$ cat config.mk
export PLATFORM = sky130hd
export DESIGN_NAME = rx_length_fifo
export DESIGN_NICKNAME = d
export VERILOG_FILES = /design/src/common/eth_rx_pkg.sv /design/src/logic/rx_length_fifo.sv
export VERILOG_INCLUDE_DIRS = /design/src /design/src/common
export SDC_FILE = /design/constraint.sdc
export NUM_CORES = 1
export LEC_CHECK = 0
export BUFFER_PORTS_ARGS = -buffer_cell sky130_fd_sc_hd__buf_2
export CAP_MARGIN = 20
export CELL_PAD_IN_SITES_DETAIL_PLACEMENT = 0
export CELL_PAD_IN_SITES_GLOBAL_PLACEMENT = 1
export CORE_MARGIN = 5
export CORE_UTILIZATION = 55
export CTS_CLUSTER_DIAMETER = 40
export DETAILED_ROUTE_END_ITERATION = 6
export GPL_TIMING_DRIVEN = 0
export PLACE_DENSITY_LB_ADDON = 0.05
export SYNTH_ARGS = -nofsm -noshare
export SYNTH_HDL_FRONTEND = slang
export SYNTH_SLANG_ARGS = --single-unit
$ cat constraint.sdc
create_clock -name apb -period 3.9 [get_ports apb]
set_input_delay 0.39 -clock apb [delete_from_list [all_inputs] [get_ports apb]]
set_output_delay 0.39 -clock apb [all_outputs]
set_load 0.05 [all_outputs]
$ cat src/common/eth_rx_defines.svh
`ifndef ETH_RX_DEFINES_SVH
`define ETH_RX_DEFINES_SVH

//////////////////////////////////////////////////////////////////////////////
// Buffer sizing

// Packet FIFO depth in words, as log2
`define RX_FIFO_ADDR_BITS 10

// Length FIFO depth in frames, as log2
`define RX_LEN_DEPTH_BITS 5

// Largest accepted frame in bytes
`define RX_MAX_FRAME 1500

// Free words needed before a new frame is admitted
`define RX_MIN_SPACE 375

//////////////////////////////////////////////////////////////////////////////
// Register map, byte offsets in the 4 KB window
// Frame words start at offset 0

`define REG_RX_POP 12'hff8
`define REG_RX_LEN 12'hffc

`endif
$ cat src/common/eth_rx_pkg.sv
`include "eth_rx_defines.svh"

package eth_rx_pkg;

	//////////////////////////////////////////////////////////////////////////
	// Widths with a meaning

	// One stored frame word
	typedef logic [31:0] rx_word_t;

	// Frame length in bytes
	typedef logic [10:0] frame_len_t;

	// Word count, one extra bit so a full FIFO is representable
	typedef logic [`RX_FIFO_ADDR_BITS:0] fifo_level_t;

	// Byte address inside the APB window
	typedef logic [11:0] reg_addr_t;

	//////////////////////////////////////////////////////////////////////////
	// Buses

	// Receive word stream, first byte in data[31:24]
	typedef struct packed {
		logic       start;
		logic       data_valid;
		logic [2:0] bytes_valid;
		rx_word_t   data;
		logic       commit;
	} eth_rx_bus_t;

	// APB request from the requester
	typedef struct packed {
		logic      sel;
		logic      enable;
		logic      write;
		reg_addr_t addr;
		rx_word_t  wdata;
	} apb_req_t;

	// APB response, rdata and slverr only meaningful with ready
	typedef struct packed {
		logic     ready;
		rx_word_t rdata;
		logic     slverr;
	} apb_rsp_t;

	// Push side FSM
	typedef enum logic [1:0] {
		WR_IDLE,
		WR_RECEIVE,
		WR_DROP
	} writer_state_t;

endpackage

$ cat src/logic/rx_length_fifo.sv
`timescale 1ns/1ps
`include "eth_rx_defines.svh"

module rx_length_fifo (
	input  logic                    apb,
	input  logic                    rst_n,
	input  logic                    clear,
	input  logic                    push,
	input  eth_rx_pkg::frame_len_t  din,
	output logic                    full,
	input  logic                    pop,
	output eth_rx_pkg::frame_len_t  dout,
	output logic                    empty
);

	localparam int LEN_DEPTH = 1 << `RX_LEN_DEPTH_BITS;

	eth_rx_pkg::frame_len_t mem [LEN_DEPTH];

	// Pointers with wrap bit
	logic [`RX_LEN_DEPTH_BITS:0] wr_ptr;
	logic [`RX_LEN_DEPTH_BITS:0] rd_ptr;
	logic [`RX_LEN_DEPTH_BITS:0] level;

	assign level = wr_ptr - rd_ptr;

	// Top bit of the level is only set when all entries are used
	assign full  = level[`RX_LEN_DEPTH_BITS];
	assign empty = (level == '0);

	// Head of queue is the oldest stored frame, zero when nothing waits
	assign dout = empty ? '0 : mem[rd_ptr[`RX_LEN_DEPTH_BITS-1:0]];

	always_ff @(posedge apb) begin
		if (push && !full) begin
			mem[wr_ptr[`RX_LEN_DEPTH_BITS-1:0]] <= din;
		end
	end

	always_ff @(posedge apb or negedge rst_n) begin
		if (!rst_n) begin
			wr_ptr <= '0;
			rd_ptr <= '0;
		end else if (clear) begin
			wr_ptr <= '0;
			rd_ptr <= '0;
		end else begin
			// Overflow and underflow are ignored
			if (push && !full) begin
				wr_ptr <= wr_ptr + 1'b1;
			end
			if (pop && !empty) begin
				rd_ptr <= rd_ptr + 1'b1;
			end
		end
	end

endmodule

==> reports/results.tsv <==
metric	value	unit
syn avg cell area	21.7	sq um
power per cell area	714	mW/mm^2
Starting DRT DRC Count	659	
violated checks	DRC	
Clock transition at path regs	0.06	ns
WP data required	4.08	ns
Worst Setup Path Type	reg2reg	
DRT Pass-1 Iters	7	
Non-Filler Instances	1115	
# nets final	772	
layout cells sized above 1	36.4	%
largest net degree at the start of global routing	33	
total gr overflow	0	
Worst Tran Pin Value	1.06	ns
clock sinks	364	
Tot Pwr	12.0	mW
status	finished, violations left	
core area	0.0260	sq mm
Seq/Total Area, Yosys	75.1	%
vias in the first global route	7029	
Port Buf Inserts	28	
routed via count	6939	
worst ir drop on vdd	0.00102	V
Root Driver	clkbuf_16	
Final Util	64.8	%
setup bufs post-CTS	0	
Worst-Skew Late Latency	0.54	ns
Seq cells post-synth	364	
cell area after synthesis	0.0145	sq mm
fraction of registers with async set/reset	3.30	%
Die Span X	172	um
RSZ-0062 raised after global routing	yes	
crit end category	flop	
area grow syn2layout	16.3	%
Rows	59	
Max Root-Sink Buffers	3	
FILL cells	1753	
slew margin rel.	29.3	%
YS warnings	0	
CTS tree	built	
total leakage power	5.29	nW
Min-Delay Path Class	in2reg	
crit path max fanout	11	
DRC viols	2	
CTS H-Tree Depth	2	
crit path DAT	4.03	ns
Synthesized Nets	695	
Distinct cells, synth	44	
Post-Syn Instances	668	
clock buffer count from CTS	44	
antenna violations before repair	1	
GPL Wtd Cong	0.761	
Max-Cap Viols	0	
Final period util	98.9	%
Antenna diodes	0	
first-pass GRT wire length	46600	um
Total GRT Usage	22.3	%
Antenna Nets Post-Route	0	
max-slew violation count	0	
DR WL/cell	28.5	um
cells on worst reg2reg path	10	
Clock Skews	0.0175	ns
crit path launch type	flop	
Die Span Y	172	um
final wirelength	31800	um
Most used DFF post-synth	edfxtp_1	
Post-DP HPWL	20400	um
total die area	0.0297	sq mm
Final setup viols	0	
hold-critical path depth	3	
placed cell count	1034	
Starting Density	55.7	%
Vias/cell	6.22	
Post-synth EDFFs	352	
Hold Fails Final Rpt	0	
IO Pins	29	
Final min period	3.86	ns
Fmax	259	MHz
TNS Setup	0	ns
cell usage after synthesis (2+ instances only):
library cell  instances  area, sq um
ha_1                 10          125
nor2b_1               3         18.8
clkbuf_1             13         48.8
buf_4                 9         67.6
buf_2                 5         25.0
a21oi_1              17         85.1
nand3b_1              3         22.5
dfrtp_1              12          300
or2_2                 2         12.5
o21ai_0               4         20.0
nand3_1               3         15.0
inv_1                 8         30.0
mux2i_1               2         20.0
nor3b_1               2         15.0
buf_6                 2         22.5
mux4_2              110         2480
mux2_2                4         45.0
or3_1                 3         18.8
xnor2_1               2         17.5
edfxtp_1            352        10600
nand4_1               2         12.5
or3b_2                2         17.5
nor2_1               43          161
buf_1                 4         15.0
xor2_1                4         35.0
nand2_1              29          109
layout by cell type, fill, tap and decap left out, types with 2 or more instances in the layout:
master and n:
buf_4 22, ha_1 9, clkinv_1 5, nand3b_1 3, nor2b_1 3, dfrtp_1 11
clkinv_2 5, bufinv_16 6, or3b_2 2, buf_6 6, clkinvlp_4 7, nand4_1 2
clkbuf_1 16, nor3b_1 2, inv_1 8, a21oi_1 7, or2_2 2, nand3_1 3
mux2i_1 2, buf_2 20, mux2_2 4, o21ai_0 4, nor2_4 23, or3_1 3
edfxtp_1 352, a21oi_2 11, inv_6 6, xor2_1 4, nand2_1 28, clkbuf_16 45
xnor2_1 2, buf_1 2, clkbuf_2 2, mux4_2 110, nor2_1 19
flip-flops by register name, indices dropped and copies added (netlist names):
name and cells:
wr_ptr 6, rd_ptr 6, mem 352
stage by stage:
step | area (sq um) | hold WS, ns | setup WS (ns)
2_1_floorplan | 14500 | 0.0944 | 0.276
3_5_place_dp | 15100 | 0.306 | -0.813
6_report | 16800 | 0.196 | 0.0448
3_3_place_gp | 15000 | 0.294 | -0.822
4_1_cts | 16700 | 0.167 | -0.0839
5_1_grt | 16800 | 0.195 | -0.0393
path summary, 6_finish.rpt:
kind	start	end	slack (ns)
worst max-delay path	rd_ptr[3]	mem[12][1]	0.04
min in group asynchronous	rst_n	rd_ptr[4]	0.28
worst max register to register	rd_ptr[3]	mem[12][1]	0.04
worst min register to register	wr_ptr[5]	wr_ptr[5]	0.60
worst min-delay path	pop	rd_ptr[1]	0.20
max in group asynchronous	rst_n	rd_ptr[3]	3.37
cell type report:
type	count	area [sq um]	share of cell area, %
clock inverter	31	349	2.07
inverter	9	36.3	0.216
clock buffer	50	1140	6.80
timing repair buffer	34	224	1.33
multi-input combinational	261	3600	21.4
tap	335	419	2.49
sequential	364	10900	64.6
buffer	31	185	1.10
power breakdown:
part	leakage, nW	internal [mW]	switching, mW	total [mW]
Clock	0.711	2.53	1.57	4.10
Sequential	3.33	4.40	0.0441	4.45
Combinational	1.25	1.37	2.10	3.48
per-layer routing:
layer | wire (um) | track usage, %
met1 | 13800 | 34.8
met5 | 0 | 0
met2 | 14600 | 32.9
met3 | 2750 | 5.30
met4 | 620 | 4.68
kinds of logic (layout without fill, tap and decap cells):
kind of cell    Yosys count  count (layout)  share of synthesized area (%)
compound gates           30              30                           1.32
xor+xnor                  6               6                          0.363
fa+ha+maj                11              11                           1.00
buf+inv                  43             155                           1.50
flops                   364             364                           75.1
mux                     116             116                           17.6
simple gates             98              98                           3.12
repair_timing:
action,in CTS,in global routing
endpoints found under the setup margin,365,307
pin swaps,0,0
gates cloned,0,0
hold buffers,1,0
hold endpoints to repair,12,0
resized for setup,48,34
critical path: stages (launching register included):
cell	delay, ns
dfrtp_2	0.53
buf_4	0.28
inv_1	0.09
ha_1	0.35
a21o_1	0.20
a21oi_2	0.20
and3_4	0.21
buf_6	0.11
o21a_1	0.25
nand2_1	0.65
nor2_4	0.60
Note: power is estimated with default switching activity, not from simulation.
