$ cat src/common/eth_rx_defines.svh
`ifndef ETH_RX_DEFINES_SVH
`define ETH_RX_DEFINES_SVH

//////////////////////////////////////////////////////////////////////////////
// Buffer sizing

// Packet FIFO depth in words, as log2
`define RX_FIFO_ADDR_BITS 10

// Length FIFO depth in frames, as log2
`define RX_LEN_DEPTH_BITS 5

// Largest accepted frame in bytes
`define RX_MAX_FRAME 1500

// Free words needed before a new frame is admitted
`define RX_MIN_SPACE 375

//////////////////////////////////////////////////////////////////////////////
// Register map, byte offsets in the 4 KB window
// Frame words start at offset 0

`define REG_RX_POP 12'hff8
`define REG_RX_LEN 12'hffc

`endif
$ cat src/common/eth_rx_pkg.sv
`include "eth_rx_defines.svh"

package eth_rx_pkg;

	//////////////////////////////////////////////////////////////////////////
	// Widths with a meaning

	// One stored frame word
	typedef logic [31:0] rx_word_t;

	// Frame length in bytes
	typedef logic [10:0] frame_len_t;

	// Word count, one extra bit so a full FIFO is representable
	typedef logic [`RX_FIFO_ADDR_BITS:0] fifo_level_t;

	// Byte address inside the APB window
	typedef logic [11:0] reg_addr_t;

	//////////////////////////////////////////////////////////////////////////
	// Buses

	// Receive word stream, first byte in data[31:24]
	typedef struct packed {
		logic       start;
		logic       data_valid;
		logic [2:0] bytes_valid;
		rx_word_t   data;
		logic       commit;
	} eth_rx_bus_t;

	// APB request from the requester
	typedef struct packed {
		logic      sel;
		logic      enable;
		logic      write;
		reg_addr_t addr;
		rx_word_t  wdata;
	} apb_req_t;

	// APB response, rdata and slverr only meaningful with ready
	typedef struct packed {
		logic     ready;
		rx_word_t rdata;
		logic     slverr;
	} apb_rsp_t;

	// Push side FSM
	typedef enum logic [1:0] {
		WR_IDLE,
		WR_RECEIVE,
		WR_DROP
	} writer_state_t;

endpackage

$ cat src/rx_buffer/apb_rx_regs.sv
`timescale 1ns/1ps
`include "eth_rx_defines.svh"

module apb_rx_regs (
	input  logic                     apb,
	input  logic                     rst_n,

	// APB completer
	input  eth_rx_pkg::apb_req_t     apb_req,
	output eth_rx_pkg::apb_rsp_t     apb_rsp,

	// Packet FIFO read side
	output logic                     rd_en,
	output eth_rx_pkg::fifo_level_t  rd_offset,
	input  eth_rx_pkg::rx_word_t     rd_data,

	// Length FIFO head
	input  eth_rx_pkg::frame_len_t   len_head,
	input  logic                     len_empty,
	output logic                     len_pop,

	// Frame release
	output logic                     pop_packet,
	output eth_rx_pkg::fifo_level_t  pop_words,

	// Status level
	output logic                     rx_frame_ready
);

	logic                    ready_q;
	logic                    ready_next;
	logic                    pop_hit;
	eth_rx_pkg::rx_word_t    rd_swapped;
	eth_rx_pkg::fifo_level_t head_words;

	//////////////////////////////////////////////////////////////////////////
	// Access timing
	// First access cycle fetches and the second one answers

	assign ready_next = apb_req.sel && apb_req.enable && !ready_q;

	// Frame words sit at offset 0, so the word address indexes the FIFO
	// Every access fetches, status registers simply ignore the word
	assign rd_en     = ready_next;
	assign rd_offset = eth_rx_pkg::fifo_level_t'(apb_req.addr[11:2]);

	// First frame byte goes to bits 7:0
	assign rd_swapped = {rd_data[7:0], rd_data[15:8], rd_data[23:16], rd_data[31:24]};

	// Bytes to words rounded up
	assign head_words = eth_rx_pkg::fifo_level_t'(len_head[10:2]) +
		eth_rx_pkg::fifo_level_t'(|len_head[1:0]);

	assign pop_hit = ready_q && apb_req.write && (apb_req.addr == `REG_RX_POP);

	assign len_pop        = pop_packet;
	assign rx_frame_ready = !len_empty;

	//////////////////////////////////////////////////////////////////////////
	// Readback and error decode during ready

	always_comb begin
		apb_rsp       = '0;
		apb_rsp.ready = ready_q;
		if (ready_q) begin
			if (!apb_req.write) begin
				if (apb_req.addr == `REG_RX_LEN) begin
					apb_rsp.rdata = eth_rx_pkg::rx_word_t'(len_head);
				end else if (apb_req.addr == `REG_RX_POP) begin
					// Pop register is write only
					apb_rsp.slverr = 1'b1;
				end else begin
					apb_rsp.rdata = rd_swapped;
				end
			end else if (apb_req.addr != `REG_RX_POP) begin
				// Buffer and length are read only
				apb_rsp.slverr = 1'b1;
			end
		end
	end

	//////////////////////////////////////////////////////////////////////////
	// Control registers

	always_ff @(posedge apb or negedge rst_n) begin
		if (!rst_n) begin
			ready_q    <= 1'b0;
			pop_packet <= 1'b0;
		end else begin
			ready_q <= ready_next;
			// Pop with nothing stored is ignored
			pop_packet <= pop_hit && !len_empty;
		end
	end

	// Size latched with the pop request
	always_ff @(posedge apb or negedge rst_n) begin
		if (!rst_n) begin
			pop_words <= '0;
		end else if (pop_hit) begin
			pop_words <= head_words;
		end
	end

endmodule

$ cat config.mk
export PLATFORM = sky130hd
export DESIGN_NAME = apb_rx_regs
export DESIGN_NICKNAME = d
export VERILOG_FILES = /design/src/common/eth_rx_pkg.sv /design/src/rx_buffer/apb_rx_regs.sv
export VERILOG_INCLUDE_DIRS = /design/src /design/src/common
export SDC_FILE = /design/constraint.sdc
export NUM_CORES = 1
export LEC_CHECK = 0
export ABC_AREA = 1
export BUFFER_PORTS_ARGS = -buffer_cell sky130_fd_sc_hd__buf_2
export CORE_ASPECT_RATIO = 1.1
export CORE_MARGIN = 4
export CORE_UTILIZATION = 33
export DETAILED_ROUTE_END_ITERATION = 10
export PLACE_DENSITY_LB_ADDON = 0.25
export SLEW_MARGIN = 15
export SYNTH_ARGS = -nofsm -noshare
export SYNTH_HDL_FRONTEND = slang
export SYNTH_SLANG_ARGS = --single-unit
$ cat constraint.sdc
create_clock -name apb -period 1 [get_ports apb]
set_clock_uncertainty 0.05 [all_clocks]
set_input_delay 0.15 -clock apb [delete_from_list [all_inputs] [get_ports apb]]
set_output_delay 0.15 -clock apb [all_outputs]
set_load 0.01 [all_outputs]
==> impl_results.md <==
* Layout cells sized above 1 at approximately two thirds
* H-tree depth at 1
* First-pass GRT wire length at 8411 um
* CTS Sinks at 12
* Post-Place Cells at ~400
* Die footprint at about 5800 um2
* Die Y at roughly 80 um
* Core ar. at roughly 4400 um2
* Pin count of the biggest net entering global routing at 13
* Bufs and invs on worst path at 5
* Slew Limit Fails at 0
* Most frequent cells in the layout: buf_2, nand2_1, buf_6, buf_4, nor2_4
* Clock Tree Buf Depth at 2
* Finished Layout Cells at around 420
* Clock transition at the registers of the reported paths at ~0.06 ns
* Seq cells post-synth at 12
* Syn Area/Cell at 6.704 um2
* Post-Syn Instances at approximately 230
* LEAKAGE at 1.539 nW
* N_diodes at 0
* DP HPWL at a little over 4000 um
* Count of final hold-check violations at 0
* CP most frequent cell: buf_6
* Row count at 25
* Drt drc at 0
* Width of the die at between 70 and 80 um
* Num ports at 153
* Worst path max stage delay at 0.39 ns
* Critical-path cell with the highest stage delay: dfrtp_1
* Status: complete, but fails checks
* Tot GR Track Use at about 18%
* Worst setup EP type: primary output
* Worst Hold Class: in2reg
* Detailed Routing Iterations Pass 1 at 4
* Fmax at about 660 MHz
* Initial Util at a little over a third
* Pre-CTS WS at -0.4234 ns
* Routed via count at 1,932
* Vias per inst at between 4 and 5
* Final period util at 151.6%
* Cts bufs inserted at 3
* Vias in the first global route at roughly 1,900
* Most common cell after layout, fill and taps aside: buf_2
* Crit path cell chain: buf_4 -> buf_6 -> buf_6 -> buf_6 -> nor2_4 -> buf_6
* Maxcap violations at 0
* Failing checks: negative setup slack
* Final ANT Viol Nets at 0
* Root Driver: clkbuf_8
* Post-route setup slack at -0.5155 ns
* RSZ-0062 raised after global routing: yes
* Worst VDD drop at around 0.00089 V
* Drt wl/cell at between 10 and 15 um
* Initial antenna violation count at 0
* Total power at between 0.0015 and 0.002 W
* Kind of critical path: reg2out
* Port bufs at 118
* Top cell family by delay on the critical path: buffers and inverters
* Fillers at 396
* Worst Path Arrival at 1.32 ns
* Synth Cell Area at between 1500 and 2000 um2
* GR Overflow Total at 0
* CP required at ~0.8 ns
* CTS tree: done
* Post-synthesis cell type count at 29
* Final hold slack at approximately 0.02 ns
* Final setup vio count at 47
* Worst Path Max Fanout at 3
* P per Cell Area at ~600 nW/um2
* Nets at between 400 and 500
* CP Launch Type: flip-flop
* Period minus WS final at ~1.5 ns
* Final Wtd Congestion at between 0.7 and 0.8
* Starting DRC count in detailed routing at 35
* Register area share after synthesis at approximately 20%
* Clk Latency, worst-skew pair at approximately 0.24 ns
* Area growth syn-to-layout at 88.43%
* YS warnings at 0
* DRT Wirelength at 5141 um
sequential cells by signal (all words and copies together) (netlist names):
name and flops:
len_pop 1, pop_words 10, ready_q 1
stage by stage:
| stage | setup TNS [ns] | util [%] | area (um2) |
|---|---|---|---|
| 6_report | -19.56 | 65.59 | 2893 |
| 5_1_grt | -23.37 | 65.59 | 2893 |
| 4_1_cts | -19.47 | 63.91 | 2819 |
| 3_5_place_dp | -16.01 | 56.40 | 2487 |
| 3_3_place_gp | -15.75 | 56.40 | 2487 |
| 2_1_floorplan | -5.230 | - | 1824 |
repair_timing:
item                                    4_1_cts  5_1_grt
gates cloned                                  1        1
hold buffers                                  1        0
hold endpoints to repair                     12        0
gates resized for setup                      38        7
endpoints found under the setup margin       45       50
pin swaps                                     5        5
setup buffers                                 8        5
routing by layer:
| layer | GRT usage [%] | wire [um] | vias up |
|---|---|---|---|
| li1 | - | - | 992 |
| met5 | 0 | 0 | - |
| met1 | 19.24 | 1879 | 853 |
| met4 | 2.768 | 24 | 0 |
| met2 | 35.24 | 2769 | 83 |
| met3 | 3.526 | 468 | 4 |
Yosys cell counts (all sizes together):
| library cell | n | area, um2 |
|---|---|---|
| dfrtp | 12 | 300.3 |
| nand3 | 8 | 50.05 |
| inv | 23 | 86.34 |
| xnor2 | 1 | 8.760 |
| conb | 1 | 3.750 |
| ha | 2 | 25.02 |
| nor3b | 1 | 7.510 |
| o21ai | 25 | 136.4 |
| xor2 | 4 | 35.03 |
| nand2 | 57 | 229.0 |
| a21oi | 11 | 92.58 |
| nor2 | 44 | 249.0 |
| clkbuf | 2 | 10.01 |
| nand4 | 13 | 96.34 |
| buf | 25 | 205.2 |
final timing paths:
path	slack (ns)	start	end	cells after the start
setup / recovery	-0.52	ready_q	rd_en	6
hold / removal	0.02	len_empty	len_pop	2
setup reg to reg	-0.43	ready_q	ready_q	9
hold reg to reg	0.41	pop_words[5]	pop_words[5]	2
max in group asynchronous	0.42	rst_n	pop_words[5]	2
min in group asynchronous	0.26	rst_n	len_pop	2
kinds of logic after synthesis:
| logic type | Yosys count | synth area share (%) |
|---|---|---|
| fa+ha+maj | 2 | 1.630 |
| other cells | 1 | 0.2443 |
| compound gates | 36 | 14.91 |
| xor+xnor | 5 | 2.852 |
| simple gates | 123 | 41.16 |
| buf+inv | 50 | 19.64 |
| flops | 12 | 19.56 |
power by group:
part | switching (W) | internal [W]
combinational | 0.000360 | 0.000338
clock | 0.000190 | 0.000348
sequential | 0.00000167 | 0.000489
total | 0.000551 | 0.00117
final cells by class:
| class | count | area [um2] | share of cell area (%) |
|---|---|---|---|
| Multi-Input combinational cell | 168 | 1204 | 41.61 |
| Timing Repair Buffer | 160 | 1155 | 39.92 |
| Sequential cell | 12 | 300.3 | 10.38 |
| Inverter | 23 | 111.4 | 3.849 |
| Tap cell | 54 | 67.56 | 2.336 |
| Clock buffer | 4 | 55.05 | 1.903 |
Power figures use the tool's default switching activity.
