**config.mk**
```make
export PLATFORM = sky130hd
export DESIGN_NAME = rx_frame_writer
export DESIGN_NICKNAME = d
export VERILOG_FILES = /design/src/common/eth_rx_pkg.sv /design/src/rx_buffer/rx_frame_writer.sv
export VERILOG_INCLUDE_DIRS = /design/src /design/src/common
export SDC_FILE = /design/constraint.sdc
export NUM_CORES = 1
export LEC_CHECK = 0
export ABC_AREA = 1
export BUFFER_PORTS_ARGS = -buffer_cell sky130_fd_sc_hd__clkbuf_2
export CAP_MARGIN = 30
export CORE_UTILIZATION = 45
export CTS_CLUSTER_DIAMETER = 40
export DETAILED_ROUTE_END_ITERATION = 8
export PLACE_DENSITY = 0.8
export SYNTH_ARGS = -nofsm -noshare
export SYNTH_HDL_FRONTEND = slang
export SYNTH_SLANG_ARGS = --single-unit
```
**constraint.sdc**
```tcl
create_clock -name apb -period 2.3 [get_ports apb]
set_input_delay 0.115 -clock apb [delete_from_list [all_inputs] [get_ports apb]]
set_output_delay 0.115 -clock apb [all_outputs]
set_load 0.01 [all_outputs]
```
**src/common/eth_rx_defines.svh**
```systemverilog
`ifndef ETH_RX_DEFINES_SVH
`define ETH_RX_DEFINES_SVH

//////////////////////////////////////////////////////////////////////////////
// Buffer sizing

// Packet FIFO depth in words, as log2
`define RX_FIFO_ADDR_BITS 10

// Length FIFO depth in frames, as log2
`define RX_LEN_DEPTH_BITS 5

// Largest accepted frame in bytes
`define RX_MAX_FRAME 1500

// Free words needed before a new frame is admitted
`define RX_MIN_SPACE 375

//////////////////////////////////////////////////////////////////////////////
// Register map, byte offsets in the 4 KB window
// Frame words start at offset 0

`define REG_RX_POP 12'hff8
`define REG_RX_LEN 12'hffc

`endif
```
**src/common/eth_rx_pkg.sv**
```systemverilog
`include "eth_rx_defines.svh"

package eth_rx_pkg;

	//////////////////////////////////////////////////////////////////////////
	// Widths with a meaning

	// One stored frame word
	typedef logic [31:0] rx_word_t;

	// Frame length in bytes
	typedef logic [10:0] frame_len_t;

	// Word count, one extra bit so a full FIFO is representable
	typedef logic [`RX_FIFO_ADDR_BITS:0] fifo_level_t;

	// Byte address inside the APB window
	typedef logic [11:0] reg_addr_t;

	//////////////////////////////////////////////////////////////////////////
	// Buses

	// Receive word stream, first byte in data[31:24]
	typedef struct packed {
		logic       start;
		logic       data_valid;
		logic [2:0] bytes_valid;
		rx_word_t   data;
		logic       commit;
	} eth_rx_bus_t;

	// APB request from the requester
	typedef struct packed {
		logic      sel;
		logic      enable;
		logic      write;
		reg_addr_t addr;
		rx_word_t  wdata;
	} apb_req_t;

	// APB response, rdata and slverr only meaningful with ready
	typedef struct packed {
		logic     ready;
		rx_word_t rdata;
		logic     slverr;
	} apb_rsp_t;

	// Push side FSM
	typedef enum logic [1:0] {
		WR_IDLE,
		WR_RECEIVE,
		WR_DROP
	} writer_state_t;

endpackage

```
**src/rx_buffer/rx_frame_writer.sv**
```systemverilog
`timescale 1ns/1ps
`include "eth_rx_defines.svh"

module rx_frame_writer (
	input  logic                     apb,
	input  logic                     rst_n,
	input  logic                     link_up,
	input  eth_rx_pkg::eth_rx_bus_t  eth_rx,
	input  eth_rx_pkg::fifo_level_t  free_words,
	input  logic                     len_full,
	output logic                     wr_en,
	output eth_rx_pkg::rx_word_t     wr_data,
	output logic                     wr_commit,
	output logic                     wr_rollback,
	output logic                     len_push,
	output eth_rx_pkg::frame_len_t   len_data
);

	eth_rx_pkg::writer_state_t state;
	eth_rx_pkg::frame_len_t    len_count;
	eth_rx_pkg::frame_len_t    next_len;
	logic                      overflow;
	logic                      admit;

	// Byte count including this cycle's word
	always_comb begin
		next_len = len_count;
		if (eth_rx.data_valid) begin
			next_len = len_count + eth_rx_pkg::frame_len_t'(eth_rx.bytes_valid);
		end
	end

	// Too long, or packet FIFO about to run out
	assign overflow = eth_rx.data_valid &&
		((next_len > eth_rx_pkg::frame_len_t'(`RX_MAX_FRAME)) ||
		(free_words < eth_rx_pkg::fifo_level_t'(2)));

	// Room for a full sized frame and one more length entry
	assign admit = (free_words >= eth_rx_pkg::fifo_level_t'(`RX_MIN_SPACE)) && !len_full;

	// Word register
	always_ff @(posedge apb or negedge rst_n) begin
		if (!rst_n) begin
			wr_data <= '0;
		end else if (eth_rx.data_valid) begin
			wr_data <= eth_rx.data;
		end
	end

	always_ff @(posedge apb or negedge rst_n) begin
		if (!rst_n) begin
			state       <= eth_rx_pkg::WR_IDLE;
			len_count   <= '0;
			len_data    <= '0;
			wr_en       <= 1'b0;
			wr_commit   <= 1'b0;
			wr_rollback <= 1'b0;
			len_push    <= 1'b0;
		end else begin
			wr_en       <= 1'b0;
			wr_commit   <= 1'b0;
			wr_rollback <= 1'b0;
			len_push    <= 1'b0;
			if (!link_up) begin
				// FIFOs are cleared alongside so there is nothing to undo
				state     <= eth_rx_pkg::WR_IDLE;
				len_count <= '0;
			end else if (eth_rx.start) begin
				// Start carries no data and words follow
				len_count <= '0;
				// Frame cut short by a new start
				if (state == eth_rx_pkg::WR_RECEIVE) begin
					wr_rollback <= 1'b1;
				end
				state <= admit ? eth_rx_pkg::WR_RECEIVE : eth_rx_pkg::WR_DROP;
			end else if (state == eth_rx_pkg::WR_RECEIVE) begin
				if (overflow) begin
					wr_rollback <= 1'b1;
					state       <= eth_rx_pkg::WR_DROP;
				end else begin
					if (eth_rx.data_valid) begin
						wr_en     <= 1'b1;
						len_count <= next_len;
					end
					// Empty frames commit nothing visible and get no length entry
					if (eth_rx.commit) begin
						wr_commit <= 1'b1;
						len_push  <= (next_len != '0);
						len_data  <= next_len;
						state     <= eth_rx_pkg::WR_IDLE;
					end
				end
			end
		end
	end

endmodule

```
==> results.json, run 1 <==
{
  "setup_tns_ns": -0.8326,
  "fin_ws_ns": -0.06284,
  "ys.warnings.count": 0,
  "cts_tree": "yes",
  "critical_path_required_ns": 2.57,
  "die_height_um": 83.23,
  "drc": 0,
  "syn_area_mm2": 0.002969,
  "pin_count": 100,
  "avgSynthCellArea_um2": 8.270,
  "grt_pass1_wl_um": 13210,
  "worst-endpoint-arrival_ns": 2.63,
  "r2r_start": "len_count[0]",
  "grtUsageTotal": 0.2402,
  "worstHoldEndpoint": "state[0]",
  "skew_ns": 0.008291,
  "globalplace.congestion": 0.8742,
  "syn_nets": 416,
  "multiInputGateArea_mm2": 0.001453,
  "die-area_mm2": 0.006927,
  "initialDrtViolationCount": 161,
  "crit_chain": "ha_2 -> fa_2 -> nand3_2 -> nand2_4 -> nand3_1 -> nand2_1 -> nand2_2 -> inv_1 -> nand3_2 -> nand2_2 -> nand3_4 -> nand4_4 -> nor2_4 -> buf_6 -> nand2_1 -> nand2_1",
  "cp-start-kind": "flop",
  "violations": "setup timing",
  "seq_area_frac_synth": 0.5057,
  "worstReg2RegEnd": "len_count[3]",
  "wl_per_cell_um": 13.79,
  "port_buffers": 99,
  "vias": 2934,
  "htree_levels": 3,
  "ant_nets": 0,
  "path_clk_slew_ns": 0.07,
  "drv_slew": 0,
  "routed_wl_um": 8285,
  "synth_edf_count": 0,
  "finalSetupViolations": 22,
  "drive_above_1_share": 0.4065,
  "area_delta_synth_final_pct": 52.93,
  "crit_buf_inv": 2,
  "period_needed_ns": 2.363,
  "dp_hpwl_um": 5070,
  "max_cap_violations": 0,
  "synth-seq-cells": 60,
  "crit_slowest_cell": "dfrtp_1",
  "finalHoldViolations": 0,
  "synth_area_leader_cell": "dfrtp_1",
  "clockBufferDepth": 2,
  "grt_antenna_before_repair": 0,
  "endpoint_kind": "flop",
  "min_path_type": "in -> reg",
  "total_leakage_power_nw": 2.439,
  "grt-ovfl-total": 0,
  "slew-limit-headroom": 0.5266,
  "rsz0062_at_grt": "true",
  "cp_common_cell": "nand2_1",
  "first_pass_iters": 4,
  "synth_cells": 359,
  "powerDensity_mw_per_mm2": 570.6,
  "finalNetCount": 576,
  "holdWs_ns": 0.05188,
  "cts_root_buf": "clkbuf_8",
  "worstSetupPathType": "reg -> reg",
  "grt_pass1_vias": 2873,
  "initial_core_util": 0.4676,
  "core_area_mm2": 0.006350,
  "cp_top_family": "simple AND/OR/NAND/NOR gates",
  "synthArstFlopShare": 1.000,
  "clk_latency_ns": 0.33,
  "r2r_slack_ns": -0.06,
  "via_per_inst": 4.882,
  "synthFlopType": "dfrtp_1",
  "worstMarginPinSlew_ns": 0.7100,
  "peakVddDrop_mv": 0.7258,
  "synth_top_area_frac": 0.5057,
  "critPathMaxStageDelay_ns": 0.39,
  "fillers": 433,
  "diodes": 0,
  "cp_max_fo": 5,
  "dr_wl_met2_um": 4405,
  "r2r_cells": 16,
  "cts_sinks": 60,
  "hold-path-cell-count": 3,
  "status": "finished, violations left",
  "clock.fmax_ghz": 0.4232,
  "timing.final.crit_share": 1.027,
  "hold_start": "eth_rx[37]",
  "ys_types": 32,
  "die_x_um": 83.23,
  "yosys-top-cells-area": "dfrtp_1, nand2_1, nand3_1",
  "grt_max_degree": 37,
  "numCtsBuffers": 9,
  "wl_met1_um": 3362,
  "highest-signal-layer": "met4",
  "regArea_mm2": 0.001501,
  "wl_met3_um": 440,
  "num_rows": 29
}
-- worst reg2reg max path, delay by kind of cell, from the launching register on --
family,cells,cell delay (ns)
flip-flops,1,0.39
AND/OR/NAND/NOR,12,1.12
buffers and inverters,2,0.22
adder cells (fa/ha/maj),2,0.57
-- metrics by stage --
step / utilization / cell area (um2) / worst slack (ns) / total power, mW / std cells
3_5_place_dp: 0.5742 / 3646 / -0.06276 / 1.479 / 539
4_1_cts: 0.6676 / 4239 / 0.003484 / 2.581 / 589
5_1_grt: 0.7151 / 4541 / -0.2172 / 2.709 / 601
3_3_place_gp: 0.5742 / 3646 / -0.004986 / 1.469 / 539
2_1_floorplan: - / 2969 / 0.07490 / 1.312 / 359
6_report: 0.7151 / 4541 / -0.06284 / 2.591 / 601
-- worst max-delay path by stage --
stage            startpoint            to  depth (start not counted)
2_1_floorplan  len_count[0]   len_data[5]                         15
3_3_place_gp   len_count[0]      state[1]                         16
3_5_place_dp   len_count[0]   len_data[0]                         15
4_1_cts        len_count[0]      state[1]                         16
5_1_grt        len_count[0]  len_count[6]                         16
6_report       len_count[0]  len_count[3]                         16
-- placed cells by master (no fill, tap or decap), types with 2 or more instances in the layout --
cell / instances
nand2_1: 148
buf_6: 6
nand4_1: 8
a21oi_1: 2
clkbuf_8: 9
buf_4: 18
inv_2: 2
nand3_2: 6
o31ai_4: 2
bufinv_16: 2
dlygate4sd3_1: 33
nor2_2: 3
inv_6: 2
buf_12: 3
inv_1: 22
nor2_1: 12
nand2_4: 6
dfrtp_1: 60
clkbuf_2: 99
nand3_1: 21
nand2_2: 23
o21ai_2: 9
clkbuf_16: 3
nand3_4: 4
clkinvlp_4: 3
nor2_4: 4
-- sequential cells by signal, summed over array words and instances, names as in the netlist --
signal / flops
wr_rollback: 1
wr_data: 32
state: 2
wr_en: 1
len_data: 11
len_count: 11
wr_commit: 1
len_push: 1
-- final cells by class --
cell class                      count  share of cell area
Clock buffer                        9             0.02728
Timing Repair Buffer              162              0.2563
Sequential cell                    60              0.3307
Multi-Input combinational cell    260              0.3199
Clock inverter                      7             0.02204
Inverter                           26             0.02260
Tap cell                           77             0.02122
-- Yosys cell counts, types with 3 or more instances --
library cell	count
buf_6	3
o31ai_1	3
nor2_4	3
clkbuf_1	6
inv_1	23
nand2_1	162
dfrtp_1	60
nand3_1	27
ha_1	3
nand4_1	8
o21ai_2	9
nand3_2	3
nor2_1	14
nand2_2	13
-- power by group --
group | internal (mW) | total [mW] | switching [mW]
clock network | 0.615 | 1.05 | 0.435
registers | 1.12 | 1.15 | 0.0381
logic | 0.176 | 0.386 | 0.210
-- what timing repair did --
action / 4_1_cts / 5_1_grt
setup endpoints to repair: 24 / 25
setup buffers: 1 / 9
hold endpoints to repair: 57 / 0
gates resized for setup: 9 / 38
pin swaps: 6 / 4
hold buffers: 33 / 0
cloned: 0 / 3
-- cells by family (layout without fill, tap and decap cells) --
| logic type | count (synthesis) | count (layout) | share of synthesized area |
|---|---|---|---|
| and+or+nand+nor | 239 | 239 | 0.3658 |
| DFF | 60 | 60 | 0.5057 |
| buffers and inverters | 39 | 204 | 0.06152 |
| xor gates and xnor gates | 1 | 1 | 0.005480 |
| AOI/OAI and AO/OA | 16 | 16 | 0.04214 |
| adders and majority gates | 4 | 4 | 0.01939 |
-- routing by layer --
layer / vias up / track usage
li1: 1446 / -
met1: 1388 / 0.2787
met2: 95 / 0.4314
met3: 5 / 0.07256
met4: 0 / 0.05956
met5: - / 0
(Power assumes the default switching activity.)
==> run 2, diff against run 1 <==
Settings changed: SETUP_SLACK_MARGIN set to 0.3.
==> run 2 against run 1 <==
  * The run still ends with setup timing left
  * Combinational power is 4% higher
  * Non-clock buffer count up 5
  * Sequential power hardly changed
  * Global-route usage up 2.1 points
  * Register-to-register slack worse by 0.04 ns
  * Hold slack got worse by 0.021 ns
  * Final cell count up 0.83%
  * Clock-buffer cell count unchanged
  * Core utilization rose by 2.5 points
  * Clock power shrank 8%
  * Highest routed layer unchanged
==> results.json, run 2 (synthesis gave the netlist of run 1 again) <==
{
  "holdWs_ns": 0.03095,
  "path_clk_slew_ns": 0.07,
  "placed_cells_incl_taps": 539,
  "dp_hpwl_um": 5232,
  "endpoint_kind": "flop",
  "min_path_type": "in -> reg",
  "final_area_mm2": 0.004700,
  "cts_tree": "yes",
  "rsz0062_at_grt": "true",
  "die_x_um": 83.23,
  "htree_levels": 3,
  "clockBufferDepth": 2,
  "port_buffers": 99,
  "peakVddDrop_mv": 0.6528,
  "drive_above_1_share": 0.4367,
  "grt_pass1_wl_um": 14320,
  "timing.final.crit_share": 1.043,
  "slew-limit-headroom": 0.6844,
  "clock.fmax_ghz": 0.4170,
  "initial_core_util": 0.4676,
  "mostFrequentLayoutCell": "nand2_1",
  "powerDensity_mw_per_mm2": 537.4,
  "final_cell_mix": "nand2_1, clkbuf_2, dfrtp_1",
  "worst-endpoint-arrival_ns": 2.63,
  "grtUsageTotal": 0.2614,
  "first_pass_iters": 5,
  "worstMarginPinSlew_ns": 0.4734,
  "die_height_um": 83.23,
  "power_mw": 2.526,
  "critPathMaxStageDelay_ns": 0.42,
  "core_area_mm2": 0.006350,
  "ant_nets": 0,
  "num_rows": 29,
  "fillers": 378,
  "status": "finished, violations left",
  "fin_ws_ns": -0.09816,
  "regMostFlops": "wr_data",
  "pin_count": 100,
  "total_leakage_power_nw": 2.470,
  "place_area_mm2": 0.003694,
  "via_per_inst": 5.096,
  "grt-ovfl-total": 0,
  "grt_antenna_before_repair": 0,
  "diodes": 0,
  "numCtsBuffers": 9,
  "crit_chain": "ha_4 -> fa_2 -> nand3_2 -> nand2_4 -> nand3_2 -> nand2_2 -> nand2_2 -> inv_2 -> nand3_2 -> nand2_2 -> nand3_4 -> nand2_4 -> nand2_4 -> nand3_4 -> buf_12 -> nand2_4 -> o21ai_2",
  "routed_wl_um": 8977,
  "worstSetupPathType": "reg -> reg",
  "violations": "setup timing",
  "cp_max_fo": 6,
  "grt_max_degree": 33,
  "finalSetupViolations": 19,
  "area_delta_synth_final_pct": 58.28,
  "finalHoldViolations": 0,
  "drv_slew": 0,
  "skew_ns": 0.01112,
  "clk_latency_ns": 0.35,
  "stdcell_count": 606,
  "cp-start-kind": "flop",
  "top_regs": "wr_data (32), len_count (11), len_data (11)",
  "critical_path_required_ns": 2.53,
  "globalplace.congestion": 0.9260,
  "cts_root_buf": "clkbuf_8",
  "drc": 0,
  "die-area_mm2": 0.006927,
  "max_cap_violations": 0,
  "initialDrtViolationCount": 219,
  "cts_sinks": 60,
  "wl_per_cell_um": 14.81,
  "period_needed_ns": 2.398,
  "largest_reg_flops": 32,
  "finalNetCount": 581,
  "crit_slowest_cell": "dfrtp_1",
  "grt_pass1_vias": 3078,
  "cp_common_cell": "nand2_4",
  "vias": 3088
}
## run 2: changes by cell type in the layout (fill, tap and decap cells not counted), sizes merged
cell         previous run  this run
clkbuf                111       109
dlygate4sd3            33        32
clkinv                  2         4
bufinv                  2         1
buf                    27        35
clkinvlp                3         2
## run 2: area by class of cell
type | instances | area (um2) | area share
inverters | 26 | 102.6 | 0.02183
clock buffers | 9 | 123.9 | 0.02636
clock inverters | 7 | 76.32 | 0.01624
flip-flops and latches | 60 | 1501 | 0.3195
multi-input cells | 260 | 1575 | 0.3352
repair buffers | 167 | 1224 | 0.2604
well taps | 77 | 96.34 | 0.02050
## run 2: worst max-delay path: cells and delay by family (launching register included)
family | cells | cell delay, ns
AND/OR/NAND/NOR | 12 | 0.99
adder cells (fa/ha/maj) | 2 | 0.55
flip-flops | 1 | 0.42
buffers and inverters | 2 | 0.27
AO/OA/AOI/OAI | 1 | 0.05
## run 2: power breakdown
group / internal [mW] / total [mW] / switching (mW) / leakage (nW)
combinational: 0.182 / 0.400 / 0.218 / 1.60
sequential: 1.12 / 1.15 / 0.0387 / 0.778
clock: 0.505 / 0.971 / 0.466 / 0.0958
## run 2: metrics by stage
step	setup TNS (ns)	worst slack [ns]	util
after detailed placement	-0.2059	-0.03636	0.5817
after global routing	-3.323	-0.1804	0.7401
after floorplan	0	0.1749	-
after global placement	0	0.07526	0.5817
after CTS	-0.4837	-0.04239	0.7119
final	-1.091	-0.09816	0.7401
## run 2: worst paths after layout
check | start | endpoint | slack [ns] | cells past startpoint
worst max-delay path | len_count[0] | len_data[3] | -0.1 | 17
worst min-delay path | eth_rx[37] | state[0] | 0.03 | 3
worst max register to register | len_count[0] | len_data[3] | -0.1 | 17
worst min register to register | state[0] | state[0] | 0.47 | 2
max in group asynchronous | rst_n | wr_data[0] | 1.35 | 3
min in group asynchronous | rst_n | len_data[6] | 0.25 | 2
## run 2: per-layer routing
metal	GRT usage	vias to the layer above	wire [um]
met5	0	-	0
met4	0.1160	0	158
met1	0.3059	1501	3445
met3	0.06561	19	517
met2	0.4523	107	4856
li1	-	1461	-
## run 2: what timing repair did
action                                  CTS  global route
buffers inserted                         11             4
pin swaps                                 8            18
endpoints found under the setup margin   28            28
gates cloned                              3             1
resized for setup                        33            27
endpoints found under the hold margin    49             0
hold buffers                             32             0
